### config.mk
export PLATFORM = sky130hd
export DESIGN_NAME = t2_read_mux
export DESIGN_NICKNAME = d
export VERILOG_FILES = /design/src/t2_bus_pkg.sv /design/src/t2_read_mux.sv
export SDC_FILE = /design/constraint.sdc
export NUM_CORES = 1
export LEC_CHECK = 0
export BUFFER_PORTS_ARGS = -buffer_cell sky130_fd_sc_hd__buf_4
export CAP_MARGIN = 20
export CORE_AREA = 2 2 91 93
export CTS_BUF_LIST = sky130_fd_sc_hd__clkbuf_4
export CTS_CLUSTER_DIAMETER = 200
export DETAILED_ROUTE_END_ITERATION = 8
export DIE_AREA = 0 0 93 95
export GPL_TIMING_DRIVEN = 0
export HOLD_SLACK_MARGIN = 0.06
export MAX_ROUTING_LAYER = met4
export PLACE_DENSITY = 0.91
export SYNTH_ARGS = -nofsm -noshare
export SYNTH_HDL_FRONTEND = slang
export SYNTH_SLANG_ARGS = --single-unit
export TNS_END_PERCENT = 5
### constraint.sdc
create_clock -name clk96 -period 2.8 [get_ports clk96]
set_clock_uncertainty 0.05 [all_clocks]
set_input_delay 0.14 -clock clk96 [delete_from_list [all_inputs] [get_ports clk96]]
set_output_delay 0.14 -clock clk96 [all_outputs]
set_load 0.05 [all_outputs]
### src/t2_bus_pkg.sv
//===========================================================================
// shared map constants and bus types for the Truxton II main-CPU glue
// word addresses throughout; byte offsets only where noted
// banks must sit on a boundary of their own size
//===========================================================================
package t2_bus_pkg;

    localparam int adr_w   = 23;       // word address, byte bit 0 dropped
    localparam int dat_w   = 16;
    localparam int n_banks = 4;

    // palette, text vram, line-select, line-scroll
    localparam int bank_aw [n_banks] = '{11, 12, 11, 8};
    localparam logic [adr_w-1:0] bank_base [n_banks] = '{
        23'h180000,                    // byte 0x300000
        23'h200000,                    // byte 0x400000
        23'h201000,                    // byte 0x402000
        23'h201800                     // byte 0x403000
    };

    localparam logic [3:0]  rgn_gcu    = 4'h2;
    localparam logic [3:0]  rgn_vcount = 4'h6;
    localparam logic [3:0]  rgn_io     = 4'h7;
    localparam logic [10:0] io_page    = {rgn_io, 7'h00};   // 0x380

    // i/o registers, byte offsets inside the page
    localparam logic [12:0] io_dsw_a = 13'h000;
    localparam logic [12:0] io_dsw_b = 13'h002;
    localparam logic [12:0] io_jmpr  = 13'h004;
    localparam logic [12:0] io_p1    = 13'h006;
    localparam logic [12:0] io_p2    = 13'h008;
    localparam logic [12:0] io_sys   = 13'h00A;

    // gcu registers, low byte-address nibble
    localparam logic [3:0] gcu_ram_ptr = 4'h0;
    localparam logic [3:0] gcu_ram_h   = 4'h4;
    localparam logic [3:0] gcu_ram_l   = 4'h6;
    localparam logic [3:0] gcu_select  = 4'h8;
    localparam logic [3:0] gcu_wreg    = 4'hC;   // blanking on reads

    typedef struct packed {
        logic [3:0]       region;
        logic [adr_w-5:0] ofs;
    } adr_rgn_t;

    typedef struct packed {
        logic [10:0] page;
        logic [11:0] rfield;
    } adr_page_t;

    typedef union packed {
        adr_rgn_t  rgn;                // bank ranges, gcu, vcount
        adr_page_t pg;                 // i/o page
    } bus_adr_u;

    typedef struct packed {
        logic             cyc;
        logic             stb;
        logic             we;
        bus_adr_u         adr;
        logic [1:0]       sel;
        logic [dat_w-1:0] dat;
    } wb_req_t;

    typedef struct packed {
        logic             ack;
        logic [dat_w-1:0] dat;
    } wb_rsp_t;

    typedef struct packed {
        logic [n_banks-1:0] bank;
        logic               gcu;
        logic               vcount;
        logic               io;
        logic               none;
        logic               we;
        logic [1:0]         sel;
        logic [11:0]        rfield;   // bank word address or register
    } bus_sel_t;

    typedef struct packed {
        logic [9:0] joy1;
        logic [9:0] joy2;
        logic [3:0] start;
        logic [3:0] coin;
        logic       service;
        logic       test;
        logic [7:0] dsw_a;
        logic [7:0] dsw_b;
        logic [7:0] dsw_c;
    } cab_in_t;

    typedef struct packed {
        logic select_reg;
        logic write_reg;
        logic write_ram;
        logic read_ram_h;
        logic read_ram_l;
        logic set_ram_ptr;
    } gcu_op_t;

endpackage

### src/t2_read_mux.sv
//===========================================================================
// read data select, dat_r register and the single ack per access
// plain accesses ack two edges after capture, GCU ones after done
//===========================================================================
`timescale 1ns/1ns

module t2_read_mux #(
    parameter int nb = 4
) (
    input  logic                  clk96,
    input  logic                  reset96,
    input  t2_bus_pkg::bus_sel_t  sel_q,
    input  logic [nb-1:0][15:0]   bank_q,
    input  logic [15:0]           dsw_a,
    input  logic [15:0]           dsw_b,
    input  logic [15:0]           jmpr,
    input  logic [15:0]           p1,
    input  logic [15:0]           p2,
    input  logic [15:0]           sys,
    input  logic [15:0]           vstatus,
    input  logic                  gcu_done,
    input  logic [15:0]           gcu_rdat,
    input  logic                  lvbl,
    output t2_bus_pkg::wb_rsp_t   rsp,
    output logic                  busy
);

    t2_bus_pkg::bus_sel_t cur;
    logic                 pend;
    logic                 new_acc;
    logic [15:0]          rd;

    assign new_acc = |sel_q.bank || sel_q.gcu || sel_q.vcount || sel_q.io || sel_q.none;
    assign busy    = new_acc || pend || rsp.ack;   // covers capture to ack

    always_comb begin
        rd = 16'h0000;   // writes and unmapped
        if (!cur.we) begin
            for (int i = 0; i < nb; i++) begin
                if (cur.bank[i])
                    rd = bank_q[i];
            end
            if (cur.vcount)
                rd = vstatus;
            if (cur.io) begin
                case ({cur.rfield, 1'b0})
                    t2_bus_pkg::io_dsw_a: rd = dsw_a;
                    t2_bus_pkg::io_dsw_b: rd = dsw_b;
                    t2_bus_pkg::io_jmpr:  rd = jmpr;
                    t2_bus_pkg::io_p1:    rd = p1;
                    t2_bus_pkg::io_p2:    rd = p2;
                    t2_bus_pkg::io_sys:   rd = sys;
                    default:              rd = 16'h0000;
                endcase
            end
            if (cur.gcu) begin
                case ({cur.rfield[2:0], 1'b0})
                    t2_bus_pkg::gcu_ram_h,
                    t2_bus_pkg::gcu_ram_l: rd = gcu_rdat;
                    t2_bus_pkg::gcu_wreg:  rd = {15'h0000, ~lvbl};   // blanking
                    default:               rd = 16'h0000;
                endcase
            end
        end
    end

    always_ff @(posedge clk96 or posedge reset96) begin
        if (reset96) begin
            rsp  <= '0;
            pend <= 1'b0;
            cur  <= '0;
        end else begin
            rsp.ack <= 1'b0;
            if (new_acc) begin
                cur  <= sel_q;
                pend <= 1'b1;
            end else if (pend && (!cur.gcu || gcu_done)) begin
                pend    <= 1'b0;
                rsp.ack <= 1'b1;
                rsp.dat <= rd;
            end
        end
    end

endmodule

=== Word level (Yosys, flattened, before mapping) ===
Index checks and enable logic that the tools add are counted.

* Reduce and logical (&&, ||, !) cells: 14
* Equality and inequality tests: 8
* Mux-type cells: 14
* Bitwise gates (word level): 2

{| class="wikitable"
|+ Operators by type and width
! operator !! number
|-
| 16-bit 2-to-1 mux || 8
|-
| 16-bit one-hot mux with 6 select lines || 1
|-
| 17-bit 2-to-1 mux || 2
|-
| 16-bit one-hot mux with 2 select lines || 1
|-
| 12-bit by 2-bit equality test with 1-bit output, second input constant || 2
|-
| 12-bit by 3-bit equality test with 1-bit output, second input constant || 2
|-
| 12-bit by 1-bit equality test with 1-bit output, second input constant || 1
|-
| 12-bit zero test || 1
|-
| 1-bit logical OR || 7
|-
| 3-bit by 2-bit equality test with 1-bit output, second input constant || 2
|-
| 4-bit OR reduction || 1
|-
| 3-bit equality test, second input constant || 1
|-
| 1-bit 2-to-1 mux || 2
|-
| 1-bit inverter || 2
|-
| 2-bit AND reduction || 1
|-
| 2-bit nonzero test || 1
|-
| 2-bit OR reduction || 1
|-
| 1-bit logical AND || 1
|-
| 1-bit zero test || 1
|}

* Logic and storage cells: 47
* Input port bits: 219
* Flip-flop bits (word level): 38
* Output and inout port bits: 18

=== Depth between registers and ports, before layout ===
* Word-level depth: 10
* Mapped depth: 8

=== Least setup slack after synthesis ===
No wires, ideal clock.

* Path kind: register to register
* Start: register cur[9] (netlist bit)
* End: register rsp[13] (netlist bit)
* Clock period less this slack: 1913 ps
* Arrival time: 1768 ps
* Library setup time: 95 ps
* Slack: 887 ps
* Stages on the path, launching flop included: 6
* Data required time: 2655 ps
* Path through: dfrtp_1 or4b_1 buf_4 nor4_4 a221oi_1 o31ai_1

* Longest elaborated chain between the ends: 5
* Elaborated cells on any way between the ends: 10

{| class="wikitable"
|+ Ends and longest elaborated chain
! item !! line !! RTL
|-
| from (decl) || t2_read_mux.sv:28 || <nowiki>t2_bus_pkg::bus_sel_t cur;</nowiki>
|-
| from (signal assigned) || t2_read_mux.sv:75 || <nowiki>cur <= sel_q;</nowiki>
|-
| 12-bit by 3-bit equality test with 1-bit output (tied with other cells) || t2_read_mux.sv:46 || <nowiki>case ({cur.rfield, 1'b0})</nowiki>
|-
| 16-bit one-hot mux with 6 select lines (*) || t2_read_mux.sv:46 ||
|-
| 16-bit 2-to-1 mux (*) || t2_read_mux.sv:45 || <nowiki>if (cur.io) begin</nowiki>
|-
| 16-bit 2-to-1 mux (*) || t2_read_mux.sv:56 || <nowiki>if (cur.gcu) begin</nowiki>
|-
| 16-bit 2-to-1 mux (*) || t2_read_mux.sv:38 || <nowiki>if (!cur.we) begin</nowiki>
|-
| to (decl) || t2_read_mux.sv:24 || <nowiki>output t2_bus_pkg::wb_rsp_t rsp,</nowiki>
|}

Mark *: on every way between the ends. The rest lies on a longest branch, timed or not.
A chain may end at the register's enable or synchronous reset.

=== Worst setup path after layout ===
* Start: input sel_q[19] (netlist bit)
* End: output busy

* Longest elaborated chain between the ends: 7

{| class="wikitable"
|+ Ends and longest elaborated chain
! item !! line !! RTL
|-
| from (decl) || t2_read_mux.sv:12 || <nowiki>input t2_bus_pkg::bus_sel_t sel_q,</nowiki>
|-
| 4-bit OR reduction || t2_read_mux.sv:33 || <nowiki>assign new_acc = |sel_q.bank || sel_q.gcu || sel_q.vcount || sel_q.io || sel_q.none;</nowiki>
|-
| 1-bit logical OR (4 in a row) || t2_read_mux.sv:33 ||
|-
| 1-bit logical OR (2 in a row) || t2_read_mux.sv:34 || <nowiki>assign busy = new_acc || pend || rsp.ack;</nowiki>
|-
| to (decl) || t2_read_mux.sv:25 || <nowiki>output logic busy</nowiki>
|}

No other way between the ends.

==> impl_metrics.xml <==
<?xml version="1.0" encoding="UTF-8"?>
<metrics>
  <group name="outcome">
    <metric name="status" unit="">complete, no violations</metric>
  </group>
  <group name="cells_and_area">
    <metric name="total_inserted_antenna_cells" unit="">0</metric>
    <metric name="area.growth.synth_to_final" unit="%">68.4</metric>
    <metric name="drive_above_1_share" unit="%">45.5</metric>
    <metric name="nNetsFinal" unit="">858</metric>
    <metric name="fillerInstances" unit="">633</metric>
    <metric name="non_filler_cells_in_the_finished_layout" unit="">745</metric>
  </group>
  <group name="yosys">
    <metric name="synthesized_flop_and_latch_total" unit="">38</metric>
    <metric name="synth_nets" unit="">592</metric>
    <metric name="syn-cell-area" unit="um^2">3230</metric>
    <metric name="yosysSeqAreaShare" unit="%">29.5</metric>
    <metric name="synth.top_cell.area_share" unit="%">29.5</metric>
    <metric name="synth_warnings" unit="">0</metric>
    <metric name="gate_count_of_the_mapped_netlist" unit="">373</metric>
    <metric name="distinct_cell_type_count_of_the_synthesized_netlist" unit="">47</metric>
    <metric name="most_used_flip_flop_cell_after_synthesis" unit="">dfrtp_1</metric>
    <metric name="main_area_contributors_after_synthesis" unit="">dfrtp_1 (29%), a221oi_1 (9.0%), nand2_1 (6.6%)</metric>
    <metric name="syn-mean-instance-area" unit="um^2">8.65</metric>
    <metric name="synth_area_leader_cell" unit="">dfrtp_1</metric>
    <metric name="synth_enable_flop_cells" unit="">0</metric>
    <metric name="synth-async-reset-ratio" unit="%">100</metric>
  </group>
  <group name="hold_path">
    <metric name="worstHoldPathType" unit="">in2reg</metric>
    <metric name="hold_path_startpoint" unit="">gcu_rdat[12]</metric>
  </group>
  <group name="floorplan">
    <metric name="dieHeight" unit="um">95</metric>
    <metric name="start_util" unit="%">40.7</metric>
    <metric name="core_region_area" unit="um^2">7930</metric>
    <metric name="count_of_pins_on_the_block_boundary" unit="">237</metric>
    <metric name="die_area" unit="um^2">8840</metric>
    <metric name="core.rowCount" unit="">33</metric>
    <metric name="die_w" unit="um">93</metric>
  </group>
  <group name="route">
    <metric name="detailed_route_wl" unit="um">14000</metric>
    <metric name="ant_nets" unit="">0</metric>
    <metric name="drt_pass1_iterations" unit="">8</metric>
    <metric name="initialDrtViolationCount" unit="">311</metric>
    <metric name="routed_wl_per_cell" unit="um">18.8</metric>
    <metric name="vias" unit="">4364</metric>
    <metric name="viasPerCell" unit="">5.86</metric>
    <metric name="detail_route.drc_violations" unit="">0</metric>
  </group>
  <group name="grt">
    <metric name="first_global_vias" unit="">4162</metric>
    <metric name="global_route.usage.total" unit="%">31.8</metric>
    <metric name="grt_max_degree" unit="">23</metric>
    <metric name="grt_first_pass_wirelength" unit="um">21100</metric>
    <metric name="globalRouteOverflowTotal" unit="">0</metric>
    <metric name="antenna_found_initial" unit="">0</metric>
  </group>
  <group name="timing">
    <metric name="final-hold-violation-count" unit="">0</metric>
    <metric name="unrepaired_setup_endpoints_after_global_routing" unit="">no</metric>
    <metric name="tns" unit="ns">0</metric>
    <metric name="post-route-min-period" unit="ns">2.33</metric>
    <metric name="min_setup_slack_post_route" unit="ns">0.467</metric>
    <metric name="timing_worst_slew_pin_value" unit="ns">0.908</metric>
    <metric name="relSlewSlack" unit="%">39.4</metric>
    <metric name="period_share" unit="%">83.3</metric>
    <metric name="timing.final.setup_violations" unit="">0</metric>
    <metric name="clock.fmax" unit="MHz">429</metric>
    <metric name="final_max_slew_viol_count" unit="">0</metric>
  </group>
  <group name="cts">
    <metric name="clock-sinks" unit="">38</metric>
    <metric name="clock_path_buffers" unit="">2</metric>
    <metric name="cts_made_buffers" unit="">5</metric>
    <metric name="cts-hold-fix-buffers" unit="">24</metric>
    <metric name="htree_num_levels" unit="">2</metric>
    <metric name="cts-resized-gates" unit="">0</metric>
    <metric name="tritoncts" unit="">built</metric>
    <metric name="cts.clk_slew.worst_paths" unit="ns">0.13</metric>
    <metric name="clock_latency" unit="ns">0.34</metric>
    <metric name="buffers_inserted_by_post_cts_timing_repair" unit="">0</metric>
    <metric name="cts_root_buffer" unit="">clkbuf_4</metric>
  </group>
  <group name="critical_path">
    <metric name="worstSetupEndpointType" unit="">primary output</metric>
    <metric name="critPathArrivalTime" unit="ns">2.14</metric>
    <metric name="start_kind" unit="">primary input</metric>
    <metric name="critPathKind" unit="">in2out</metric>
    <metric name="worstSetupStartpoint" unit="">sel_q[19]</metric>
    <metric name="crit-reg2reg-launch" unit="">cur[9]</metric>
    <metric name="critical_path_required" unit="ns">2.61</metric>
    <metric name="cp_max_fo" unit="">6</metric>
  </group>
  <group name="placed_design">
    <metric name="numPortBuffers" unit="">234</metric>
    <metric name="hpwlAfterDp" unit="um">11400</metric>
    <metric name="placedCellCount" unit="">713</metric>
    <metric name="dp_worst_setup_slack" unit="ns">0.567</metric>
    <metric name="routabilityCongestion" unit="">0.926</metric>
  </group>
  <group name="run">
    <metric name="drv.max_cap_violation_count" unit="">0</metric>
  </group>
  <group name="pwr">
    <metric name="static-leakage-power" unit="nW">2.69</metric>
    <metric name="pwr_density_cell" unit="nW/um^2">261</metric>
    <metric name="vdd_ir_drop_max" unit="V">0.000174</metric>
  </group>
</metrics>
Yosys cell counts (all sizes together), types with 2 or more instances:
master and count:
and2 2, o21ai 4, a221oi 33, nor2b 5
clkbuf 20, nor4b 2, mux2i 17, o31ai 3
nor2 9, nand4 8, a21oi 18, nor3 2
nand3 13, a221o 13, o2bb2ai 8, or2 3
a22oi 9, nor4 8, buf 15, o31a 2
mux2 16, a211o 13, a21o 7, and3 12
dfrtp 38, o22a 4, or3 3, nand2 57
inv 17
report_power, final:
group | internal, mW | leakage (nW) | switching [mW]
Clock | 0.0935 | 0.0286 | 0.193
Sequential | 0.570 | 0.478 | 0.0180
Combinational | 0.324 | 2.18 | 0.223
Total | 0.987 | 2.69 | 0.434
critical path, cell delays in order:
cell and delay [ns]:
dlygate4sd3_1 0.54, buf_4 0.14, nor4_1 0.51, nand2_1 0.24, or3_1 0.37, buf_4 0.20
placed cells by master (no fill, tap or decap), types with 2 or more instances in the layout:
| cell type | count |
|---|---|
| buf_4 | 239 |
| nand2_1 | 57 |
| dfrtp_1 | 38 |
| a221oi_1 | 33 |
| dlygate4sd3_1 | 24 |
| clkbuf_1 | 20 |
| a21oi_1 | 18 |
| inv_1 | 17 |
| mux2i_1 | 17 |
| mux2_2 | 16 |
| a211o_1 | 13 |
| nand3_1 | 13 |
| a221o_1 | 13 |
| and3_1 | 12 |
| buf_2 | 10 |
| nor2_1 | 9 |
| a22oi_1 | 9 |
| nand4_1 | 8 |
| o2bb2ai_1 | 8 |
| a21o_1 | 7 |
| nor2b_1 | 5 |
| clkbuf_4 | 5 |
| o22a_2 | 4 |
| nor4_1 | 3 |
| or2_2 | 3 |
| or3_1 | 3 |
| nor4_4 | 3 |
| o31ai_1 | 3 |
| o21ai_0 | 3 |
| nor4_2 | 2 |
| nor3_1 | 2 |
| o31a_2 | 2 |
path summary, 6_finish.rpt:
kind / end / slack (ns) / depth (start not counted)
min in group asynchronous: cur[20] / 0.50 / 3
worst min register to register: cur[4] / 0.42 / 2
worst min-delay path: rsp[12] / 0.07 / 3
max in group asynchronous: rsp[3] / 1.62 / 4
worst max-delay path: busy / 0.47 / 6
worst max register to register: rsp[7] / 0.53 / 6
registers in the layout, summed over array words and instances, names as in the netlist:
register / cells
rsp: 17
cur: 20
pend: 1
per-layer routing:
layer,share of wire (%),GRT usage (%),wire length (um),up-vias
met5,0,-,0,-
met4,3.5,11.3,493,0
met3,8.0,5.11,1130,61
met2,50,53.6,7030,253
met1,38,38.7,5380,2065
li1,-,-,-,1985
layout make-up:
cell class	instances	area (um^2)	area share [%]
Buffer	36	181	3.34
Clock buffer	5	37.5	0.690
Clock inverter	3	16.3	0.299
Inverter	17	63.8	1.17
Multi-Input combinational cell	282	2030	37.4
Sequential cell	38	951	17.5
Tap cell	105	131	2.42
Timing Repair Buffer	259	2020	37.2
through the flow:
stage	instance area (um^2)	utilization [%]	power [mW]	hold slack (ns)
final	5440	68.6	1.42	0.0721
after global routing	5440	68.6	1.49	0.0690
after CTS	5440	68.6	1.42	0.0603
after detailed placement	5140	64.9	1.11	0.287
after global placement	5120	64.5	1.09	0.281
after floorplan	3230	-	0.803	0.182
cells by family (layout without fill, tap and decap cells):
logic type      after synthesis  count (layout)  share of synthesized area (%)
mux                          33              33                           10.9
flops                        38              38                           29.5
compound gates              119             119                           29.7
simple gates                130             130                           22.4
buf+inv                      53             320                           7.60
(Power assumes the default switching activity.)
