<file path="src/t2_bus_pkg.sv">
//===========================================================================
// shared map constants and bus types for the Truxton II main-CPU glue
// word addresses throughout; byte offsets only where noted
// banks must sit on a boundary of their own size
//===========================================================================
package t2_bus_pkg;

    localparam int adr_w   = 23;       // word address, byte bit 0 dropped
    localparam int dat_w   = 16;
    localparam int n_banks = 4;

    // palette, text vram, line-select, line-scroll
    localparam int bank_aw [n_banks] = '{11, 12, 11, 8};
    localparam logic [adr_w-1:0] bank_base [n_banks] = '{
        23'h180000,                    // byte 0x300000
        23'h200000,                    // byte 0x400000
        23'h201000,                    // byte 0x402000
        23'h201800                     // byte 0x403000
    };

    localparam logic [3:0]  rgn_gcu    = 4'h2;
    localparam logic [3:0]  rgn_vcount = 4'h6;
    localparam logic [3:0]  rgn_io     = 4'h7;
    localparam logic [10:0] io_page    = {rgn_io, 7'h00};   // 0x380

    // i/o registers, byte offsets inside the page
    localparam logic [12:0] io_dsw_a = 13'h000;
    localparam logic [12:0] io_dsw_b = 13'h002;
    localparam logic [12:0] io_jmpr  = 13'h004;
    localparam logic [12:0] io_p1    = 13'h006;
    localparam logic [12:0] io_p2    = 13'h008;
    localparam logic [12:0] io_sys   = 13'h00A;

    // gcu registers, low byte-address nibble
    localparam logic [3:0] gcu_ram_ptr = 4'h0;
    localparam logic [3:0] gcu_ram_h   = 4'h4;
    localparam logic [3:0] gcu_ram_l   = 4'h6;
    localparam logic [3:0] gcu_select  = 4'h8;
    localparam logic [3:0] gcu_wreg    = 4'hC;   // blanking on reads

    typedef struct packed {
        logic [3:0]       region;
        logic [adr_w-5:0] ofs;
    } adr_rgn_t;

    typedef struct packed {
        logic [10:0] page;
        logic [11:0] rfield;
    } adr_page_t;

    typedef union packed {
        adr_rgn_t  rgn;                // bank ranges, gcu, vcount
        adr_page_t pg;                 // i/o page
    } bus_adr_u;

    typedef struct packed {
        logic             cyc;
        logic             stb;
        logic             we;
        bus_adr_u         adr;
        logic [1:0]       sel;
        logic [dat_w-1:0] dat;
    } wb_req_t;

    typedef struct packed {
        logic             ack;
        logic [dat_w-1:0] dat;
    } wb_rsp_t;

    typedef struct packed {
        logic [n_banks-1:0] bank;
        logic               gcu;
        logic               vcount;
        logic               io;
        logic               none;
        logic               we;
        logic [1:0]         sel;
        logic [11:0]        rfield;   // bank word address or register
    } bus_sel_t;

    typedef struct packed {
        logic [9:0] joy1;
        logic [9:0] joy2;
        logic [3:0] start;
        logic [3:0] coin;
        logic       service;
        logic       test;
        logic [7:0] dsw_a;
        logic [7:0] dsw_b;
        logic [7:0] dsw_c;
    } cab_in_t;

    typedef struct packed {
        logic select_reg;
        logic write_reg;
        logic write_ram;
        logic read_ram_h;
        logic read_ram_l;
        logic set_ram_ptr;
    } gcu_op_t;

endpackage

</file>
<file path="src/t2_addr_decode.sv">
//===========================================================================
// captures one Wishbone access and decodes it to one-hot selects
// hit bits last a single cycle; payload fields hold until next capture
//===========================================================================
`timescale 1ns/1ns

module t2_addr_decode (
    input  logic                 clk96,
    input  logic                 reset96,
    input  t2_bus_pkg::wb_req_t  req,
    input  logic                 busy,
    output t2_bus_pkg::bus_sel_t sel_q,
    output logic [15:0]          wdat
);

    t2_bus_pkg::bus_sel_t nxt;
    logic                 take;

    assign take = req.cyc && req.stb && !busy;

    always_comb begin
        nxt        = '0;
        nxt.we     = req.we;
        nxt.sel    = req.sel;
        nxt.rfield = req.adr.pg.rfield;
        for (int i = 0; i < t2_bus_pkg::n_banks; i++) begin
            nxt.bank[i] = (req.adr.rgn.region == t2_bus_pkg::bank_base[i][22:19]) &&
                          ((req.adr.rgn.ofs >> t2_bus_pkg::bank_aw[i]) ==
                           (t2_bus_pkg::bank_base[i][18:0] >> t2_bus_pkg::bank_aw[i]));
        end
        nxt.gcu    = req.adr.rgn.region == t2_bus_pkg::rgn_gcu;
        nxt.vcount = req.adr.rgn.region == t2_bus_pkg::rgn_vcount;
        nxt.io     = req.adr.pg.page == t2_bus_pkg::io_page;
        nxt.none   = !(|nxt.bank || nxt.gcu || nxt.vcount || nxt.io);
    end

    always_ff @(posedge clk96 or posedge reset96) begin
        if (reset96) begin
            sel_q <= '0;
        end else if (take) begin
            sel_q <= nxt;
        end else begin
            // hits pulse once, the rest stays for the banks
            sel_q.bank   <= '0;
            sel_q.gcu    <= 1'b0;
            sel_q.vcount <= 1'b0;
            sel_q.io     <= 1'b0;
            sel_q.none   <= 1'b0;
        end
    end

    always_ff @(posedge clk96) begin
        if (take)
            wdat <= req.dat;
    end

endmodule

</file>
<file path="config.mk">
export PLATFORM = sky130hd
export DESIGN_NAME = t2_addr_decode
export DESIGN_NICKNAME = d
export VERILOG_FILES = /design/src/t2_bus_pkg.sv /design/src/t2_addr_decode.sv
export SDC_FILE = /design/constraint.sdc
export NUM_CORES = 1
export LEC_CHECK = 0
export BUFFER_PORTS_ARGS = -buffer_cell sky130_fd_sc_hd__buf_2
export CORE_ASPECT_RATIO = 1.2
export CORE_MARGIN = 2
export CORE_UTILIZATION = 39
export DETAILED_ROUTE_END_ITERATION = 7
export PLACE_DENSITY = 0.85
export SLEW_MARGIN = 20
export SYNTH_ARGS = -nofsm -noshare
export SYNTH_HDL_FRONTEND = slang
export SYNTH_SLANG_ARGS = --single-unit
</file>
<file path="constraint.sdc">
create_clock -name clk96 -period 0.8 [get_ports clk96]
set_input_delay 0.16 -clock clk96 [delete_from_list [all_inputs] [get_ports clk96]]
set_output_delay 0.16 -clock clk96 [all_outputs]
set_load 0.05 [all_outputs]
</file>
# Word-level counts from Yosys, hierarchy flattened
# Cells that the tools add are included.
# word_totals
register_bits	39
input_bits	47
wordCells	31
# classes
eq_ne	7
mux	1
reduce_logical	14
# ops
operator	n
$logic_not 19->1	2
$eq 11x10->1 const B	1
$eq 11x5->1 const B	1
$eq 4x2->1 const B	2
$eq 4x3->1 const B	2
$eq 8x2->1 const B	1
$mux 8	1
$logic_and 1x1->1	6
$reduce_or 4->1	1
$logic_or 1x1->1	3
$logic_not 1->1	2

# Logic depth before layout (Yosys ltp)
# Gate-level depths: netlist (run 1).
# depth
ltp_word	8
mapped_depth	5
mapped_depth_nobuf	4

# Least setup slack after synthesis (run 1)
# Ideal clock, no wire load.
# synth_timing
kind	input-to-reg
startpoint	input busy
endpoint	register wdat[0], enable pin
setup_ns	0.387
arrival_time_ns	1.167
required_time_ns	0.413
slack_ns	-0.753
stages	3
n_path_buf	1
path_cell_list	nand3b_4 inv_1 buf_1
# synth_via
elab_chain_cells	2
# synth_lines
item	line_no	rtl
start, declared	t2_addr_decode.sv:11	input logic busy,
$logic_not 1->1	t2_addr_decode.sv:19	assign take = req.cyc && req.stb && !busy;
$logic_and 1x1->1	t2_addr_decode.sv:19	
via take	t2_addr_decode.sv:17	logic take;
end signal, assigned	t2_addr_decode.sv:54	wdat <= req.dat;
end, declared	t2_addr_decode.sv:13	output logic [15:0] wdat
# The timed path passes the listed nets, and every way through them passes these cells.
# A chain may end at the register's enable or synchronous reset.

# Worst setup path after layout (run 1)
# layout_timing
startpoint	input busy
endpoint	register sel_q[21] (netlist bit)
# layout_via
elab_chain_cells	3
# layout_lines
item	line_no	rtl
$logic_not 1->1	t2_addr_decode.sv:19	
$logic_and 1x1->1	t2_addr_decode.sv:19	
$mux 8	t2_addr_decode.sv:40	end else if (take) begin
end signal, assigned	t2_addr_decode.sv:41	sel_q <= nxt;
end, declared	t2_addr_decode.sv:12	output t2_bus_pkg::bus_sel_t sel_q,
# Every way passes these cells.

==> run summary, run 1 <==
clk root buf: clkbuf_8
most frequent cells after synthesis: nand2_1, dfrtp_1, edfxtp_1
share of the synthesized area in the top cell type: 40.49%
post-route minimum period: 1.195 ns
most common cell in the netlist: nand2_1
CTS tree: done
WL final: 4.299 mm
Clock Power Share: 29.6%
DRC: 1
Layout area overhead: 94.72%
FF/Latch Area: 0.001064 mm2
R2R Setup Slk: 0.03 ns
clock latency on the worst-skew pair: 0.29 ns
drt pass-1 iters: 6
Final Skew: 0 ns
setup violators final: 64
layout cell share with drive strength beyond 1: 63.49%
P_sw: 1691 uW
Core Area: 0.003573 mm2
failing checks: design-rule violations, negative setup slack
Rel. slew slack: 83.67%
Num Clock Sinks: 39
top cells by area, synth: dfrtp_1, edfxtp_1, nand2_1, nor2_1, nand3b_4
crit path max fanout: 3
met3 Resource Use GR: 6.852%
DIE AREA: 0.004145 mm2
GR Util met2: 38.40%
die height: 70.13 um
initial antenna violation count: 0
port bufs: 85
mean routed wirelength per cell: 15.35 um
Top Usage Layer GRT: met2
run status: finished, violations left
Synth Area per Inst: 12.36 um2
kind of critical path: in2reg
PnR worst setup slack: -0.3946 ns
Final Max Slew Viols: 0
Boundary Pins: 86
met1 Use GR: 25.84%
global placer's final weighted congestion: 0.7541
critical path data required time: 1.01 ns
Unique masters post-synth: 21
antenna fix cells: 0
Seq pwr share: 42.5%
Synth area leader: dfrtp_1
filler cell count: 208
VDD IR-drop max: 903.9 uV
H-Tree Depth: 2
# rows: 24
RSZ-0062 raised after global routing: true
total gr overflow: 0
Cells after Synth: 115
critical path arrival: 1.40 ns
leak pwr: 0.001366 uW
largest net degree at the start of global routing: 24
P per Cell Area: 2028 mW/mm2
hold slack: 0.04499 ns
DP HPWL: 2.476 mm
Fmax: 837.1 MHz
vias in the first global route: 1,480
Tcrit/Tclk final: 149.3%
Die Wd: 59.11 um
Starting Density: 39.78%
final hold vios: 0
ANT nets after route: 0
area of the multi-input gates: 459.2 um2
crit path launch type: primary input
Post-synth EDFFs: 16
combinational power share: 28.0%
first-pass GRT wire length: 6.927 mm
Slew @ Worst Pin: 0.2439 ns
Worst-path clk slew: 0.08 ns
fin nets: 287
Total GRT Usage: 22.70%
Seq cells post-synth: 39
Bufs on Longest Clock Path: 2
post-synthesis sequential area ratio: 74.30%
asr flop ratio synth: 58.97%
internal power: 3922 uW
syn nets: 162
Iter 0 DRT Violations: 43
mean number of vias per cell: 4.914
Vias: 1,376
mapped cell area: 0.001421 mm2
synth warn: 0
Num CTS Buffers: 5
ys flop type: dfrtp_1
hold crit path type: in2reg
Worst Setup End Kind: flip-flop
sw frac: 30.12%
Tot Pwr: 5612 uW
Max-cap violations: 0
logic make-up after synthesis:
kind of cell | Yosys count | synth area share (%)
flip-flops | 39 | 74.30
buffers and inverters | 4 | 1.056
AO/OA/AOI/OAI | 3 | 1.673
AND/OR/NAND/NOR | 69 | 22.98
final cells by class:
| class | instances | area share, % |
|---|---|---|
| Clock inverter | 2 | 1.266 |
| Inverter | 2 | 0.5425 |
| Clock buffer | 6 | 2.984 |
| Multi-Input combinational cell | 72 | 16.59 |
| Tap cell | 39 | 1.763 |
| Sequential cell | 39 | 38.43 |
| Timing Repair Buffer | 120 | 38.43 |
cells in the final DEF, fill, tap and decap left out, types with 2 or more instances in the layout:
master / count
buf_4: 25
nand2b_1: 2
buf_12: 2
nor2_1: 4
nor4_4: 2
edfxtp_1: 16
buf_6: 46
buf_2: 43
dfrtp_1: 17
nand2_2: 2
nor2_2: 2
bufbuf_16: 2
nor2_4: 2
nand2_1: 45
dfrtp_2: 6
clkbuf_8: 6
stage by stage:
stage                     TNS (ns)  cells  utilization, %  area (um2)  setup slack, ns
after floorplan             -6.303    115               -        1455          -0.5827
after global placement      -15.00    256           58.16        2078          -0.6473
after detailed placement    -15.59    256           58.16        2078          -0.7013
after CTS                   -11.94    278           75.60        2701          -0.3882
after global routing        -12.65    280           77.45        2768          -0.4247
final                       -10.92    280           77.45        2768          -0.3946
state kept, by name (all words and copies together), names as in the netlist:
register / flops
sel_q: 23
wdat: 16
power groups by stage:
stage | clock (uW) | combinational [uW] | sequential, uW
6_report | 1660 | 1570 | 2380
5_1_grt | 1780 | 1660 | 2400
4_1_cts | 1680 | 1510 | 2370
3_5_place_dp | 0 | 1170 | 2370
3_3_place_gp | 0 | 1140 | 2360
2_1_floorplan | 0 | 173 | 2950
path summary, 6_finish.rpt:
check                      depth (start not counted)   endpoint      start
min in group asynchronous                          4   sel_q[1]    reset96
min reg2reg                                        2  sel_q[14]  sel_q[14]
max in group asynchronous                          4  sel_q[11]    reset96
min                                                1    wdat[0]     req[0]
max reg2reg                                        3   sel_q[6]   sel_q[6]
max                                                5  sel_q[21]       busy
worst max-delay path, stage by stage:
cell and delay [ns]:
buf_6 0.09, nand3b_4 0.14, or3b_4 0.38, or4_4 0.45, nor3b_2 0.18
repair_timing:
item	4_1_cts	5_1_grt
cloned	3	0
setup buffers	10	5
endpoints found under the hold margin	23	0
endpoints found under the setup margin	77	78
gates resized for setup	99	13
hold buffers	1	0
pin swaps	6	8
per-layer routing:
layer	share of wire, %	vias to the layer above
met5	0	-
met4	2.2	0
met3	9.7	8
met2	52	83
met1	36	652
li1	-	633
(Power assumes the default switching activity.)
==> run 2: changes to the inputs <==
--- a/config.mk
+++ b/config.mk
@@ -9,6 +9,7 @@
 export CORE_ASPECT_RATIO = 1.2
 export CORE_MARGIN = 2
 export CORE_UTILIZATION = 39
+export CTS_BUF_LIST = sky130_fd_sc_hd__clkbuf_16
 export DETAILED_ROUTE_END_ITERATION = 7
 export PLACE_DENSITY = 0.85
 export SLEW_MARGIN = 20
==> run 2 against run 1 <==
  * The run still ends with design-rule violations, negative setup slack left
  * Via count up 0.80%
  * Cell area up 4.5%
  * Hold slack better by 0.013 ns
  * Critical path depth unchanged
  * Critical path type unchanged
  * Largest cell class is now buffers
==> run summary, run 2 (synthesis results as in run 1) <==
run status: finished, violations left
failing checks: design-rule violations, negative setup slack
P_sw: 1796 uW (+6.2%)
layout cell share with drive strength beyond 1: 66.12% (+2.6 points)
Die Wd: 59.11 um (unchanged)
most flop-heavy register: sel_q
R2R Setup Slk: -0.10 ns (-0.13 ns)
Seq pwr share: 38.4% (-4.1 points)
pre-CTS setup slack: -0.7013 ns (unchanged)
Num CTS Buffers: 5 (unchanged)
Tcrit/Tclk final: 153.3% (+4.0 points)
initial antenna violation count: 0 (unchanged)
Vias: 1,387 (+0.80%)
Worst-path clk slew: 0.06 ns (-0.02 ns)
hold_sp: req[0]
first-pass GRT wire length: 6.969 mm (+0.61%)
final hold vios: 0 (unchanged)
Final Max Slew Viols: 0 (unchanged)
vias in the first global route: 1,511 (+2.1%)
die height: 70.13 um (unchanged)
critical path arrival: 1.42 ns (+0.02 ns)
kind of critical path: in2reg
clock latency on the worst-skew pair: 0.28 ns (about the same)
most frequent cells in the layout: buf_6, buf_2, nand2_1
hold depth: 1 (unchanged)
RSZ-0062 raised after global routing: true
Num Clock Sinks: 39 (unchanged)
WL final: 4.551 mm (+5.9%)
antenna fix cells: 0 (unchanged)
Fmax: 815.3 MHz (-2.6%)
total gr overflow: 0 (unchanged)
# rows: 24 (unchanged)
DP HPWL: 2.476 mm (unchanged)
Worst Setup End Kind: flip-flop
Critical R2R Launch: sel_q[2]
drt pass-1 iters: 6 (unchanged)
Clock Power Share: 35.2% (+5.6 points)
VDD IR-drop max: 1196 uV (+32%)
Slew @ Worst Pin: 0.2478 ns (+0.003928 ns)
CTS tree: done
mean number of vias per cell: 4.884 (-0.62%)
leak pwr: 0.001417 uW (+3.7%)
setup violators final: 77 (+20%)
DIE AREA: 0.004145 mm2 (unchanged)
clk root buf: clkbuf_16
Worst Setup SP: busy
Worst Hold Path EP: wdat[0]
Starting Density: 39.78% (unchanged)
hold crit path type: in2reg
global placer's final weighted congestion: 0.7541 (unchanged)
reg-to-reg endpoint: sel_q[2]
sw frac: 28.95% (-1.2 points)
post-route minimum period: 1.227 ns (+0.03190 ns)
combinational power share: 26.4% (-1.6 points)
Largest register FFs: 23 (unchanged)
Rel. slew slack: 83.41% (-0.26 points)
crit path max fanout: 3 (unchanged)
mean routed wirelength per cell: 16.02 um (+4.4%)
port bufs: 85 (unchanged)
internal power: 4406 uW (+12%)
fin area: 0.002893 mm2 (+4.5%)
largest registers: sel_q: 23 flops, wdat: 16 flops
Total GRT Usage: 23.26% (+0.56 points)
P per Cell Area: 2144 mW/mm2 (+5.7%)
H-Tree Depth: 2 (unchanged)
Boundary Pins: 86 (unchanged)
fin nets: 291 (+1.4%)
critical path data required time: 0.99 ns (-0.02 ns)
Core Area: 0.003573 mm2 (unchanged)
PnR worst setup slack: -0.4265 ns (-0.03190 ns)
Reg2Reg Depth: 4 (+1)
Max-cap violations: 0 (unchanged)
area post-placement: 0.002078 mm2 (unchanged)
Iter 0 DRT Violations: 38 (-12%)
crit path launch type: primary input
ANT nets after route: 0 (unchanged)
commonest non-fill, non-tap cell in the layout: buf_6
filler cell count: 181 (-13%)
DRC: 1 (unchanged)
Final Skew: 0 ns (unchanged)
largest net degree at the start of global routing: 24 (unchanged)
Layout area overhead: 103.5%
Bufs on Longest Clock Path: 2 (unchanged)
run 2: power groups by stage:
| stage | Clock (uW) | Combinational [uW] | Sequential, uW |
|---|---|---|---|
| floorplan | 0 | 173 | 2950 |
| global placement | 0 | 1140 | 2360 |
| detailed placement | 0 | 1170 | 2370 |
| CTS | 2180 | 1520 | 2370 |
| global route | 2300 | 1710 | 2400 |
| finish | 2180 | 1630 | 2380 |
run 2: layout make-up:
| cell class | count | area, um2 | share of cell area (%) |
|---|---|---|---|
| sequential | 39 | 1064 | 36.76 |
| clock inverter | 3 | 38.79 | 1.341 |
| clock buffer | 5 | 125.1 | 4.325 |
| inverter | 2 | 15.01 | 0.5190 |
| multi-input combinational | 72 | 474.2 | 16.39 |
| tap | 39 | 48.80 | 1.687 |
| timing repair buffer | 124 | 1127 | 38.97 |
run 2: critical path, stage by stage:
cell and delay (ns):
buf_6 0.09, nand3b_4 0.15, or3b_4 0.38, or4_4 0.45, nor3b_2 0.19
run 2: worst max path at each step:
stage                end  slack [ns]  cells past startpoint
6_report       sel_q[21]       -0.43                      5
5_1_grt        sel_q[21]       -0.45                      5
4_1_cts        sel_q[21]       -0.40                      5
3_5_place_dp   sel_q[21]       -0.70                      5
3_3_place_gp   sel_q[21]       -0.65                      5
2_1_floorplan  sel_q[21]       -0.58                      4
run 2: through the flow:
stage | power, uW | TNS [ns] | std cells | hold WS, ns | utilization [%]
3_5_place_dp | 3533 | -15.59 | 256 | 0.1942 | 58.16
6_report | 6202 | -15.52 | 284 | 0.05794 | 80.95
3_3_place_gp | 3509 | -15.00 | 256 | 0.1877 | 58.16
2_1_floorplan | 3123 | -6.303 | 115 | 0.1615 | -
5_1_grt | 6411 | -17.27 | 284 | 0.05282 | 80.95
4_1_cts | 6069 | -11.58 | 277 | 0.05440 | 77.14
run 2: routing by layer:
layer / up-vias / global-route usage (%) / share of wire [%]
met5: - / 0 / 0
met4: 0 / 9.343 / 2.2
met3: 9 / 7.593 / 8.5
met2: 79 / 43.09 / 55
met1: 656 / 22.70 / 34
li1: 643 / - / -
run 2: repair_timing:
| item | 4_1_cts | 5_1_grt |
|---|---|---|
| gates resized for setup | 100 | 26 |
| gates cloned | 3 | 0 |
| setup endpoints to repair | 78 | 78 |
| endpoints found under the hold margin | 23 | 0 |
| pin swaps | 6 | 11 |
| buffers inserted | 9 | 8 |
| hold buffers | 1 | 0 |
