===== src/t2_bus_pkg.sv =====
//===========================================================================
// shared map constants and bus types for the Truxton II main-CPU glue
// word addresses throughout; byte offsets only where noted
// banks must sit on a boundary of their own size
//===========================================================================
package t2_bus_pkg;

    localparam int adr_w   = 23;       // word address, byte bit 0 dropped
    localparam int dat_w   = 16;
    localparam int n_banks = 4;

    // palette, text vram, line-select, line-scroll
    localparam int bank_aw [n_banks] = '{11, 12, 11, 8};
    localparam logic [adr_w-1:0] bank_base [n_banks] = '{
        23'h180000,                    // byte 0x300000
        23'h200000,                    // byte 0x400000
        23'h201000,                    // byte 0x402000
        23'h201800                     // byte 0x403000
    };

    localparam logic [3:0]  rgn_gcu    = 4'h2;
    localparam logic [3:0]  rgn_vcount = 4'h6;
    localparam logic [3:0]  rgn_io     = 4'h7;
    localparam logic [10:0] io_page    = {rgn_io, 7'h00};   // 0x380

    // i/o registers, byte offsets inside the page
    localparam logic [12:0] io_dsw_a = 13'h000;
    localparam logic [12:0] io_dsw_b = 13'h002;
    localparam logic [12:0] io_jmpr  = 13'h004;
    localparam logic [12:0] io_p1    = 13'h006;
    localparam logic [12:0] io_p2    = 13'h008;
    localparam logic [12:0] io_sys   = 13'h00A;

    // gcu registers, low byte-address nibble
    localparam logic [3:0] gcu_ram_ptr = 4'h0;
    localparam logic [3:0] gcu_ram_h   = 4'h4;
    localparam logic [3:0] gcu_ram_l   = 4'h6;
    localparam logic [3:0] gcu_select  = 4'h8;
    localparam logic [3:0] gcu_wreg    = 4'hC;   // blanking on reads

    typedef struct packed {
        logic [3:0]       region;
        logic [adr_w-5:0] ofs;
    } adr_rgn_t;

    typedef struct packed {
        logic [10:0] page;
        logic [11:0] rfield;
    } adr_page_t;

    typedef union packed {
        adr_rgn_t  rgn;                // bank ranges, gcu, vcount
        adr_page_t pg;                 // i/o page
    } bus_adr_u;

    typedef struct packed {
        logic             cyc;
        logic             stb;
        logic             we;
        bus_adr_u         adr;
        logic [1:0]       sel;
        logic [dat_w-1:0] dat;
    } wb_req_t;

    typedef struct packed {
        logic             ack;
        logic [dat_w-1:0] dat;
    } wb_rsp_t;

    typedef struct packed {
        logic [n_banks-1:0] bank;
        logic               gcu;
        logic               vcount;
        logic               io;
        logic               none;
        logic               we;
        logic [1:0]         sel;
        logic [11:0]        rfield;   // bank word address or register
    } bus_sel_t;

    typedef struct packed {
        logic [9:0] joy1;
        logic [9:0] joy2;
        logic [3:0] start;
        logic [3:0] coin;
        logic       service;
        logic       test;
        logic [7:0] dsw_a;
        logic [7:0] dsw_b;
        logic [7:0] dsw_c;
    } cab_in_t;

    typedef struct packed {
        logic select_reg;
        logic write_reg;
        logic write_ram;
        logic read_ram_h;
        logic read_ram_l;
        logic set_ram_ptr;
    } gcu_op_t;

endpackage


===== src/t2_cabinet_io.sv =====
//===========================================================================
// cabinet input words and the video status word
// joystick and buttons arrive active high and leave active low
// only the video status word is registered
//===========================================================================
`timescale 1ns/1ns

module t2_cabinet_io (
    input  logic                clk96,
    input  logic                reset96,
    input  t2_bus_pkg::cab_in_t cab,
    input  logic                hsync,
    input  logic                vsync,
    input  logic                fblank,
    input  logic [8:0]          v,
    output logic [15:0]         dsw_a,
    output logic [15:0]         dsw_b,
    output logic [15:0]         jmpr,
    output logic [15:0]         p1,
    output logic [15:0]         p2,
    output logic [15:0]         sys,
    output logic [15:0]         vstatus
);

    logic [7:0]  sys_lo;
    logic [15:0] vs_next;

    // up, down, left, right, then buttons 1..3
    function automatic logic [7:0] joy_byte(input logic [9:0] j);
        joy_byte = {1'b0, ~j[6], ~j[5], ~j[4], ~j[0], ~j[1], ~j[2], ~j[3]};
    endfunction

    assign dsw_a = {2{cab.dsw_a}};
    assign dsw_b = {2{cab.dsw_b}};
    assign jmpr  = {2{cab.dsw_c}};
    assign p1    = {2{joy_byte(cab.joy1)}};
    assign p2    = {2{joy_byte(cab.joy2)}};

    assign sys_lo = {1'b0, ~cab.start[1], ~cab.start[0], ~cab.coin[1], ~cab.coin[0],
                     ~cab.test, 1'b0, ~cab.service};
    assign sys    = {cab.dsw_c, sys_lo};

    always_comb begin
        vs_next       = 16'hFF00;
        vs_next[15]   = hsync;
        vs_next[14]   = vsync;
        vs_next[8]    = fblank;
        vs_next[7:0]  = v[8] ? 8'hFF : v[7:0];   // saturate past line 255
    end

    always_ff @(posedge clk96 or posedge reset96) begin
        if (reset96)
            vstatus <= 16'h0000;
        else
            vstatus <= vs_next;
    end

endmodule


===== config.mk =====
export PLATFORM = sky130hd
export DESIGN_NAME = t2_cabinet_io
export DESIGN_NICKNAME = d
export VERILOG_FILES = /design/src/t2_bus_pkg.sv /design/src/t2_cabinet_io.sv
export SDC_FILE = /design/constraint.sdc
export NUM_CORES = 1
export LEC_CHECK = 0
export BUFFER_PORTS_ARGS = -buffer_cell sky130_fd_sc_hd__buf_4
export CAP_MARGIN = 25
export CELL_PAD_IN_SITES_DETAIL_PLACEMENT = 1
export CELL_PAD_IN_SITES_GLOBAL_PLACEMENT = 2
export CORE_MARGIN = 2
export CORE_UTILIZATION = 11
export DETAILED_ROUTE_END_ITERATION = 10
export PLACE_DENSITY = 0.85
export RECOVER_POWER = 100
export SLEW_MARGIN = 10
export SYNTH_ARGS = -nofsm -noshare
export SYNTH_HDL_FRONTEND = slang
export SYNTH_SLANG_ARGS = --single-unit

===== constraint.sdc =====
create_clock -name clk96 -period 1 [get_ports clk96]
set_clock_uncertainty 0.2 [all_clocks]
set_input_delay 0.2 -clock clk96 [delete_from_list [all_inputs] [get_ports clk96]]
set_output_delay 0.2 -clock clk96 [all_outputs]
set_load 0.005 [all_outputs]

After elaboration in Yosys (flattened, before gate mapping)
Cells that the tools add are included.

word-level totals
  word-level logic and storage cells = 22
  bits in registers = 16
  input bits = 68

operators by class
  bitwise operators = 20
  muxes and demuxes = 1

operators by type and width
  cell       count
  $not 1->1  20
  $mux 8     1

Depth between registers and ports, before layout
Gate-level depths: netlist of run 1.

  depth after elaboration = 1
  depth in mapped cells = 2

Least setup slack after synthesis of run 1
No wires, ideal clock.

  path kind = flip-flop to output port
  from = register vstatus[13] (netlist name)
  to = output vstatus[10]
  data arrival time = 0.542 ns
  buffers on the path = 1
  slack = 0.058 ns
  cell stages (with the launch flop) = 2
  data required time = 0.600 ns
  path through = dfrtp_1 -> buf_4

RTL lines
  item           line                 text
  end, declared  t2_cabinet_io.sv:22  output logic [15:0] vstatus

==> results of run 1 <==
==> per-layer routing <==
metal / track usage (%) / up-vias / wire, µm
met4: 4.26 / 0 / 212
met2: 6.72 / 71 / 1080
li1: - / 292 / -
met3: 2.57 / 22 / 439
met5: 0 / - / 0
met1: 2.93 / 297 / 518
==> where the power goes <==
| part | total, µW | internal, µW | leakage, µW | switching, µW |
|---|---|---|---|---|
| Sequential | 525 | 511 | 0.000128 | 13.8 |
| Clock | 538 | 348 | 0.0000288 | 190 |
| Combinational | 336 | 228 | 0.000564 | 109 |
| Total | 1400 | 1090 | 0.000721 | 312 |
==> cell usage in the layout (no fill, tap or decap) <==
cell type and instances:
dlygate4sd3_1 4, clkbuf_4 37, buf_6 11, clkbuf_8 4, conb_1 7, or2_1 8
clkbuf_1 3, dfrtp_2 1, buf_4 33, dfrtp_1 11, inv_1 21
==> cells by family after synthesis <==
logic type             count (synthesis)  share of synthesized area, %
buffers and inverters                101                          65.5
AND/OR/NAND/NOR                        8                          4.83
other                                  2                         0.724
flip-flops                            12                          29.0
==> per-stage QoR <==
| step | setup slack [ps] | hold WS (ps) | cells | power, µW |
|---|---|---|---|---|
| after floorplan | 58.4 | -135 | 128 | 838 |
| after global placement | 12.9 | 5.41 | 243 | 851 |
| after detailed placement | 6.95 | 16.8 | 243 | 859 |
| after CTS | -252 | -71.0 | 251 | 1460 |
| after global routing | -281 | -73.5 | 251 | 1510 |
| final | -228 | -64.5 | 251 | 1400 |
==> final timing paths <==
path / from / endpoint / slack, ps / depth (start not counted)
setup / recovery: vstatus[13] / vstatus[9] / -230 / 1
hold / removal: v[1] / vstatus[1] / -60 / 2
max in group asynchronous: reset96 / vstatus[13] / 100 / 4
min in group asynchronous: reset96 / vstatus[13] / 330 / 4
==> area by class of cell <==
class | count | area, µm²
Fill cell | 1113 | 7850
Clock buffer | 4 | 55.1
Multi-Input combinational cell | 15 | 76.3
Sequential cell | 12 | 302
Timing Repair Buffer | 88 | 701
Tap cell | 111 | 139
Inverter | 21 | 78.8
==> what timing repair did <==
item,in CTS,in global routing
endpoints found under the setup margin,16,16
hold endpoints to repair,23,8
resized for setup,12,0
==> results.md, run 1 <==
* TNS Setup at -2540 ps
* RSZ-0062 raised after global routing: yes
* Tcrit/Tclk final at 123%
* Placer Congestion at 0.631
* Critical path fanouts, max at 5
* Design area at 0.00135 mm²
* Max reg flops at 12
* FP Rows at 35
* Netlist Area Pre-Place at 0.00104 mm²
* I/O Buffers at 83
* Setup repair bufs after CTS at 0
* Ports at 180
* Dpl cell area at 0.00122 mm²
* Final min period at 1230 ps
* DP HPWL at 1.89 mm
* First-pass GRT wire length at 3.11 mm
* Status: finished, violations left
* Critical path's slowest cell: dfrtp_2
* Most common cell in the netlist: buf_4
* Tot GR Track Use at 4.02%
* Top-area cell type share of the netlist area at 57.9%
* Nets at 209
* Tightest hold margin at -64.5 ps
* Leak Pwr at 0.000721 µW
* Die width at 101 µm
* First drt pass iteration count at 2
* Initial Util at 11.3%
* CTS tree: yes
* 1st-iter DRT viols at 4
* CP delay by family, top: flip-flops
* Vias in the first global route at 650
* Cell Pwr Density at 1040 mW/mm²
* Crit-path cells: buf_4
* Violated checks: hold timing, setup timing
* Util after Layout at 14.7%
* DRC Markers at 0
* Synth Instances at 123
* Final worst slack at -228 ps
* Initial antenna violation count at 0
* CP peak stage delay at 430 ps
* Largest regs: vstatus: 12 flops
* Worst hold path class: primary input to register
* Share of layout cells above drive strength 1 at 61.4%
* Post-synth ARST share at 100%
* Die area at 0.0102 mm²
* Yosys cell types at 5
* Largest net degree at the start of global routing at 13
* EDFF count, synth at 0
* Via/cell ratio at 2.72
* Global route total overflow at 0
* YS warnings at 0
* Worst Path Required at 600 ps
* Largest buffer count on any clock path at 2
* Clk root buf: clkbuf_8
* Reg clk slew, reported paths at 60 ps
* Final setup vio count at 16
* Cts hold-fix bufs at 4
* Vias at 682
* Routed WL per cell at 8.96 µm
* Top post-synthesis cells by area: buf_4 58%, dfrtp_1 29%, inv_1 7.6%
* Slew Viols, Final at 0
* Crit Path Class: register to output port
* Syn Area/Cell at 8.43 µm²
* Final hold vios at 8
* Critical path startpoint category: register
* Synth area leader: buf_4
* Worst path bufs/invs at 1
* H-tree Lvls at 1
* Num Clock Sinks at 12
* Area of the core at 0.00920 mm²
* Max Freq at 814 MHz
* Post-synth top cells: 80 x buf_4, 21 x inv_1, 12 x dfrtp_1
* Worst Path Arrival at 830 ps
* Total CTS buffers at 3
* Die Height at 101 µm
* ANT cells at 0
* Crit end category: output port
* # Max-Cap Violations at 0
* Seq/Total Area, Yosys at 29.0%
* Final wirelength at 2.25 mm
* Post-synth top flop: dfrtp_1
* Area delta synth->final at 30.3%
* VDD IR max at 614 µV
* Antenna-violating nets left at 0
* #FFs+latches synth at 12
* Top reg by flops: vstatus
Note: power is estimated with default switching activity, not from simulation.
==> run 2: changes to the inputs <==
--- a/config.mk
+++ b/config.mk
@@ -13,5 +13,5 @@
 export CORE_UTILIZATION = 11
 export DETAILED_ROUTE_END_ITERATION = 10
-export PLACE_DENSITY = 0.85
+export PLACE_DENSITY = 0.78
 export RECOVER_POWER = 100
 export SLEW_MARGIN = 10
--- a/constraint.sdc
+++ b/constraint.sdc
@@ -3,3 +3,3 @@
 set_input_delay 0.2 -clock clk96 [delete_from_list [all_inputs] [get_ports clk96]]
 set_output_delay 0.2 -clock clk96 [all_outputs]
-set_load 0.005 [all_outputs]
+set_load 0.01 [all_outputs]
==> results.md, run 2 (synthesis results as in run 1) <==
* Placer Congestion at 0.618
* Initial antenna violation count at 0
* Setup repair bufs after CTS at 0
* Critical path startpoint category: register
* Cts hold-fix bufs at 4
* DRC Markers at 0
* Die area at 0.0102 mm²
* First-pass GRT wire length at 3.37 mm
* Commonest non-fill, non-tap cell in the layout: clkbuf_1
* Critical path's slowest cell: dfrtp_2
* CTS tree: yes
* Antenna-violating nets left at 0
* FP Rows at 35
* Share of layout cells above drive strength 1 at 38.1%
* Largest regs: vstatus: 12 flops
* Worst Path Arrival at 830 ps
* Critical path fanouts, max at 5
* Worst path bufs/invs at 1
* Max Freq at 812 MHz
* DP HPWL at 2.14 mm
* Tcrit/Tclk final at 123%
* Top reg by flops: vstatus
* Worst Path Required at 600 ps
* Hold path startpoint: v[7]
* Util after Layout at 13.2%
* Ports at 180
* 1st-iter DRT viols at 5
* Crit Path Class: register to output port
* Crit-path cells: buf_4
* Crit end category: output port
* Final wirelength at 2.52 mm
* Total CTS buffers at 3
* I/O Buffers at 83
* WP depth at 1
* Largest net degree at the start of global routing at 13
* Tightest hold margin at -57.1 ps
* WHS Endpoint: vstatus[7]
* Vias at 676
* Largest buffer count on any clock path at 2
* Global route total overflow at 0
* Nets at 209
* Final worst slack at -232 ps
* Via/cell ratio at 2.70
* ANT cells at 0
* Reg clk slew, reported paths at 50 ps
* VDD IR max at 676 µV
* Initial Util at 11.3%
* Die Height at 101 µm
* Tot GR Track Use at 4.48%
* Worst hold path class: primary input to register
* Final setup vio count at 16
* Slew Viols, Final at 0
* Vias in the first global route at 659
* Die width at 101 µm
* CP peak stage delay at 440 ps
* First drt pass iteration count at 3
* Highest-count cells in the layout ignoring fill and taps: 35 x clkbuf_1, 33 x buf_4, 21 x inv_1
* Routed WL per cell at 10.1 µm
* RSZ-0062 raised after global routing: yes
* Area delta synth->final at 17.4%
* H-tree Lvls at 1
* Pre-CTS setup slack at -8.17 ps
* Max reg flops at 12
* Clk root buf: clkbuf_8
* # Max-Cap Violations at 0
* CP delay by family, top: flip-flops
* TNS Setup at -2590 ps
* Status: finished, violations left
* Leak Pwr at 0.000604 µW
* Final min period at 1230 ps
* Num Clock Sinks at 12
* Area of the core at 0.00920 mm²
* Cell Pwr Density at 1080 mW/mm²
* Final hold vios at 8
* Violated checks: hold timing, setup timing
* WHS Path Cells at 2
==> run 2: cell count changes in the layout (fill, tap and decap cells not counted), sizes merged <==
cell / previous run / this run
clkbuf: 44 / 43
==> run 2: how the worst max path moves through the flow <==
| stage | start | end |
|---|---|---|
| floorplan | vstatus[13] | vstatus[10] |
| global placement | vstatus[13] | vstatus[9] |
| detailed placement | vstatus[13] | vstatus[9] |
| CTS | vstatus[13] | vstatus[9] |
| global route | vstatus[13] | vstatus[9] |
| finish | vstatus[13] | vstatus[9] |
==> run 2: stage by stage <==
stage,instance area (µm²),cells,power (µW)
2_1_floorplan,1060,128,934
6_report,1220,250,1310
4_1_cts,1350,250,1390
3_5_place_dp,1220,243,912
3_3_place_gp,1220,243,902
5_1_grt,1220,250,1390
==> run 2: metal layers <==
metal  routed length (µm)  vias up  track usage (%)
li1                     -      291                -
met1                  625      282             3.10
met2                 1250       82             8.25
met3                  481       21             2.77
met4                  167        0             3.74
met5                    0        -                0
==> run 2: what timing repair did <==
item                                    CTS  global route
endpoints found under the setup margin   16            16
resized for setup                        12             0
hold endpoints to repair                 23             8
gates cloned                              0             0
==> run 2: layout make-up <==
class / instances / area [µm²]
Clock buffer: 3 / 41.3
Fill cell: 1094 / 7980
Inverter: 21 / 78.8
Multi-Input combinational cell: 15 / 76.3
Sequential cell: 12 / 302
Tap cell: 111 / 139
Timing Repair Buffer: 88 / 581
==> run 2: power breakdown <==
part	total, µW	leakage (µW)	switching, µW	internal (µW)
Combinational	341	0.000455	157	184
Clock	442	0.0000216	176	265
Sequential	526	0.000128	14.5	511
==> run 3: changes to the inputs <==
--- a/config.mk
+++ b/config.mk
@@ -6,4 +6,5 @@
 export NUM_CORES = 1
 export LEC_CHECK = 0
+export ABC_AREA = 1
 export BUFFER_PORTS_ARGS = -buffer_cell sky130_fd_sc_hd__buf_4
 export CAP_MARGIN = 25
@@ -19,2 +20,3 @@
 export SYNTH_HDL_FRONTEND = slang
 export SYNTH_SLANG_ARGS = --single-unit
+export TNS_END_PERCENT = 1
==> constraint.sdc (replaced) <==
create_clock -name clk96 -period 1 [get_ports clk96]
set_clock_uncertainty 0.2 [all_clocks]
set_input_delay 0.1 -clock clk96 [delete_from_list [all_inputs] [get_ports clk96]]
set_output_delay 0.1 -clock clk96 [all_outputs]
set_load 0.01 [all_outputs]
==> results.md, run 3 <==
* Total power after layout at 1410 µW
* 1st-iter DRT viols at 6
* Synth Area in Simple Gates at 2.86%
* Synth area leader: buf_4
* CP peak stage delay at 410 ps
* Via/cell ratio at 2.47
* Tightest hold margin at -93.6 ps
* Ports at 180
* First-pass GRT wire length at 3.24 mm
* Most common cell in the netlist: buf_4
* Final min period at 1110 ps
* CP delay by family, top: flip-flops
* Antenna-violating nets left at 0
* Worst Path Required at 700 ps
* Crit-path cells: buf_4
* Largest net degree at the start of global routing at 13
* FP Rows at 35
* Crit Path Class: register to output port
* Design area at 0.00134 mm²
* Die width at 102 µm
* Routed WL per cell at 8.34 µm
* Worst path bufs/invs at 1
* Critical path fanouts, max at 5
* Slew Viols, Final at 0
* Highest-count cells in the layout ignoring fill and taps: 35 x clkbuf_1, 28 x inv_1, 27 x buf_4
* Tot GR Track Use at 3.95%
* DR top layer: met4
* Post-synth ARST share at 100%
* Max reg flops at 12
* Critical path startpoint category: register
* Crit. Startpoint: vstatus[13]
* Worst hold path class: primary input to register
* Final hold vios at 8
* ANT cells at 0
* Top-area cell type share of the netlist area at 57.1%
* Reg clk slew, reported paths at 50 ps
* Area delta synth->final at 27.7%
* Routed length on met1 at 651 µm
* Cts hold-fix bufs at 12
* Status: finished, violations left
* Util after Layout at 14.5%
* Total CTS buffers at 3
* First drt pass iteration count at 4
* Crit end category: output port
* Yosys cell types at 6
* I/O Buffers at 83
* Area of the core at 0.00924 mm²
* Worst setup path endpoint: vstatus[12]
* Critical path's slowest cell: dfrtp_1
* Commonest non-fill, non-tap cell in the layout: clkbuf_1
* Xor and xnor area share after synthesis at 0%
* Worst Path Arrival at 810 ps
* Post-synth top cells: 80 x buf_4, 29 x inv_1, 12 x dfrtp_1
* EDFF count, synth at 0
* Leak Pwr at 0.000684 µW
* RSZ-0062 raised after global routing: yes
* WP depth at 1
* Num Clock Sinks at 12
* Syn Area/Cell at 7.96 µm²
* #FFs+latches synth at 12
* Netlist Area Pre-Place at 0.00105 mm²
* Final setup vio count at 16
* DP HPWL at 1.90 mm
* Dpl cell area at 0.00125 mm²
* Die Height at 102 µm
* Nets at 225
* Initial antenna violation count at 0
* DR WL met2 at 1.27 mm
* Top reg by flops: vstatus
* # Max-Cap Violations at 0
* Global route total overflow at 0
* Synth Area in Compound Gates at 0%
* Setup repair bufs after CTS at 0
* Seq/Total Area, Yosys at 28.6%
* Placer Congestion at 0.642
* Die area at 0.0104 mm²
* Final worst slack at -112 ps
* Clk root buf: clkbuf_8
* Max Freq at 900 MHz
* Vias at 703
* Post-synth top flop: dfrtp_1
* Share of layout cells above drive strength 1 at 34.6%
* Storage cell area at 300 µm²
* Synth Instances at 132
* Tcrit/Tclk final at 111%
* DRC Markers at 0
* Main combinational cell family by area after synthesis: buffers and inverters
* CTS tree: yes
* Fill count at 1116
* Multi-input logic area at 56.3 µm²
* Adder and majority gate portion of the synthesized area at 0%
* Cell Pwr Density at 1050 mW/mm²
* Largest buffer count on any clock path at 2
* Final wirelength at 2.38 mm
* Violated checks: hold timing, setup timing
* VDD IR max at 272 µV
* Largest regs: vstatus: 12 flops
* Mux cell area share after synthesis at 0%
* YS warnings at 0
* H-tree Lvls at 1
* Met3 wire len at 344 µm
* Vias in the first global route at 742
* Top post-synthesis cells by area: buf_4 57%, dfrtp_1 29%, inv_1 10%
* Initial Util at 11.4%
[run 3: changes by cell type in the layout (fill, tap and decap cells not counted), sizes merged]
| cell | previous run | this run |
|---|---|---|
| buf | 44 | 38 |
| clkbuf | 43 | 49 |
| clkinvlp | 0 | 1 |
| dlygate4sd3 | 4 | 12 |
| inv | 21 | 29 |
| nand2 | 0 | 8 |
| or2 | 8 | 0 |
[run 3: worst min path at each step]
| stage | startpoint | to | slack (ps) | cells after the start |
|---|---|---|---|---|
| 6_report | v[8] | vstatus[4] | -90 | 3 |
| 5_1_grt | v[8] | vstatus[5] | -80 | 3 |
| 4_1_cts | v[8] | vstatus[5] | -90 | 3 |
| 3_5_place_dp | reset96 | vstatus[8] | -70 | 2 |
| 3_3_place_gp | reset96 | vstatus[8] | -80 | 2 |
| 2_1_floorplan | reset96 | vstatus[0] | -240 | 1 |
[run 3: layout make-up]
class,instances,area share [%]
Clock buffer,4,4.10
Inverter,30,8.67
Multi-Input combinational cell,15,4.19
Sequential cell,12,22.4
Tap cell,129,12.0
Timing Repair Buffer,95,48.6
[run 3: worst min-delay path: cells and delay by family]
kind	cells	cell delay [ps]
buffers and inverters	2	150
AND/OR/NAND/NOR	1	60
[run 3: through the flow]
step | TNS, ps | std cells | hold slack [ps] | setup slack, ps
4_1_cts | -984 | 285 | -85.7 | -123
5_1_grt | -1310 | 285 | -76.3 | -145
3_3_place_gp | 0 | 269 | -79.2 | 160
6_report | -886 | 285 | -93.6 | -112
2_1_floorplan | 0 | 137 | -235 | 120
3_5_place_dp | 0 | 269 | -66.3 | 138
[run 3: power by group]
part           total [µW]  internal [µW]  switching (µW)
Clock                 518            347             171
Sequential            525            511            13.8
Combinational         369            200             169
Total                1410           1060             354
[run 3: repair_timing]
| action | 4_1_cts | 5_1_grt |
|---|---|---|
| hold endpoints to repair | 23 | 8 |
| gates cloned | 0 | 0 |
| gates resized for setup | 11 | 1 |
| setup endpoints to repair | 16 | 28 |
[run 3: logic make-up after synthesis]
| logic type | count (synthesis) |
|---|---|
| DFF | 12 |
| buffers and inverters | 110 |
| and+or+nand+nor | 8 |
| other | 2 |
[run 3: metal layers]
metal  GRT usage [%]  vias up
met1            2.95      309
li1                -      325
met2            7.95       50
met5               0        -
met3            1.04       19
met4            3.53        0
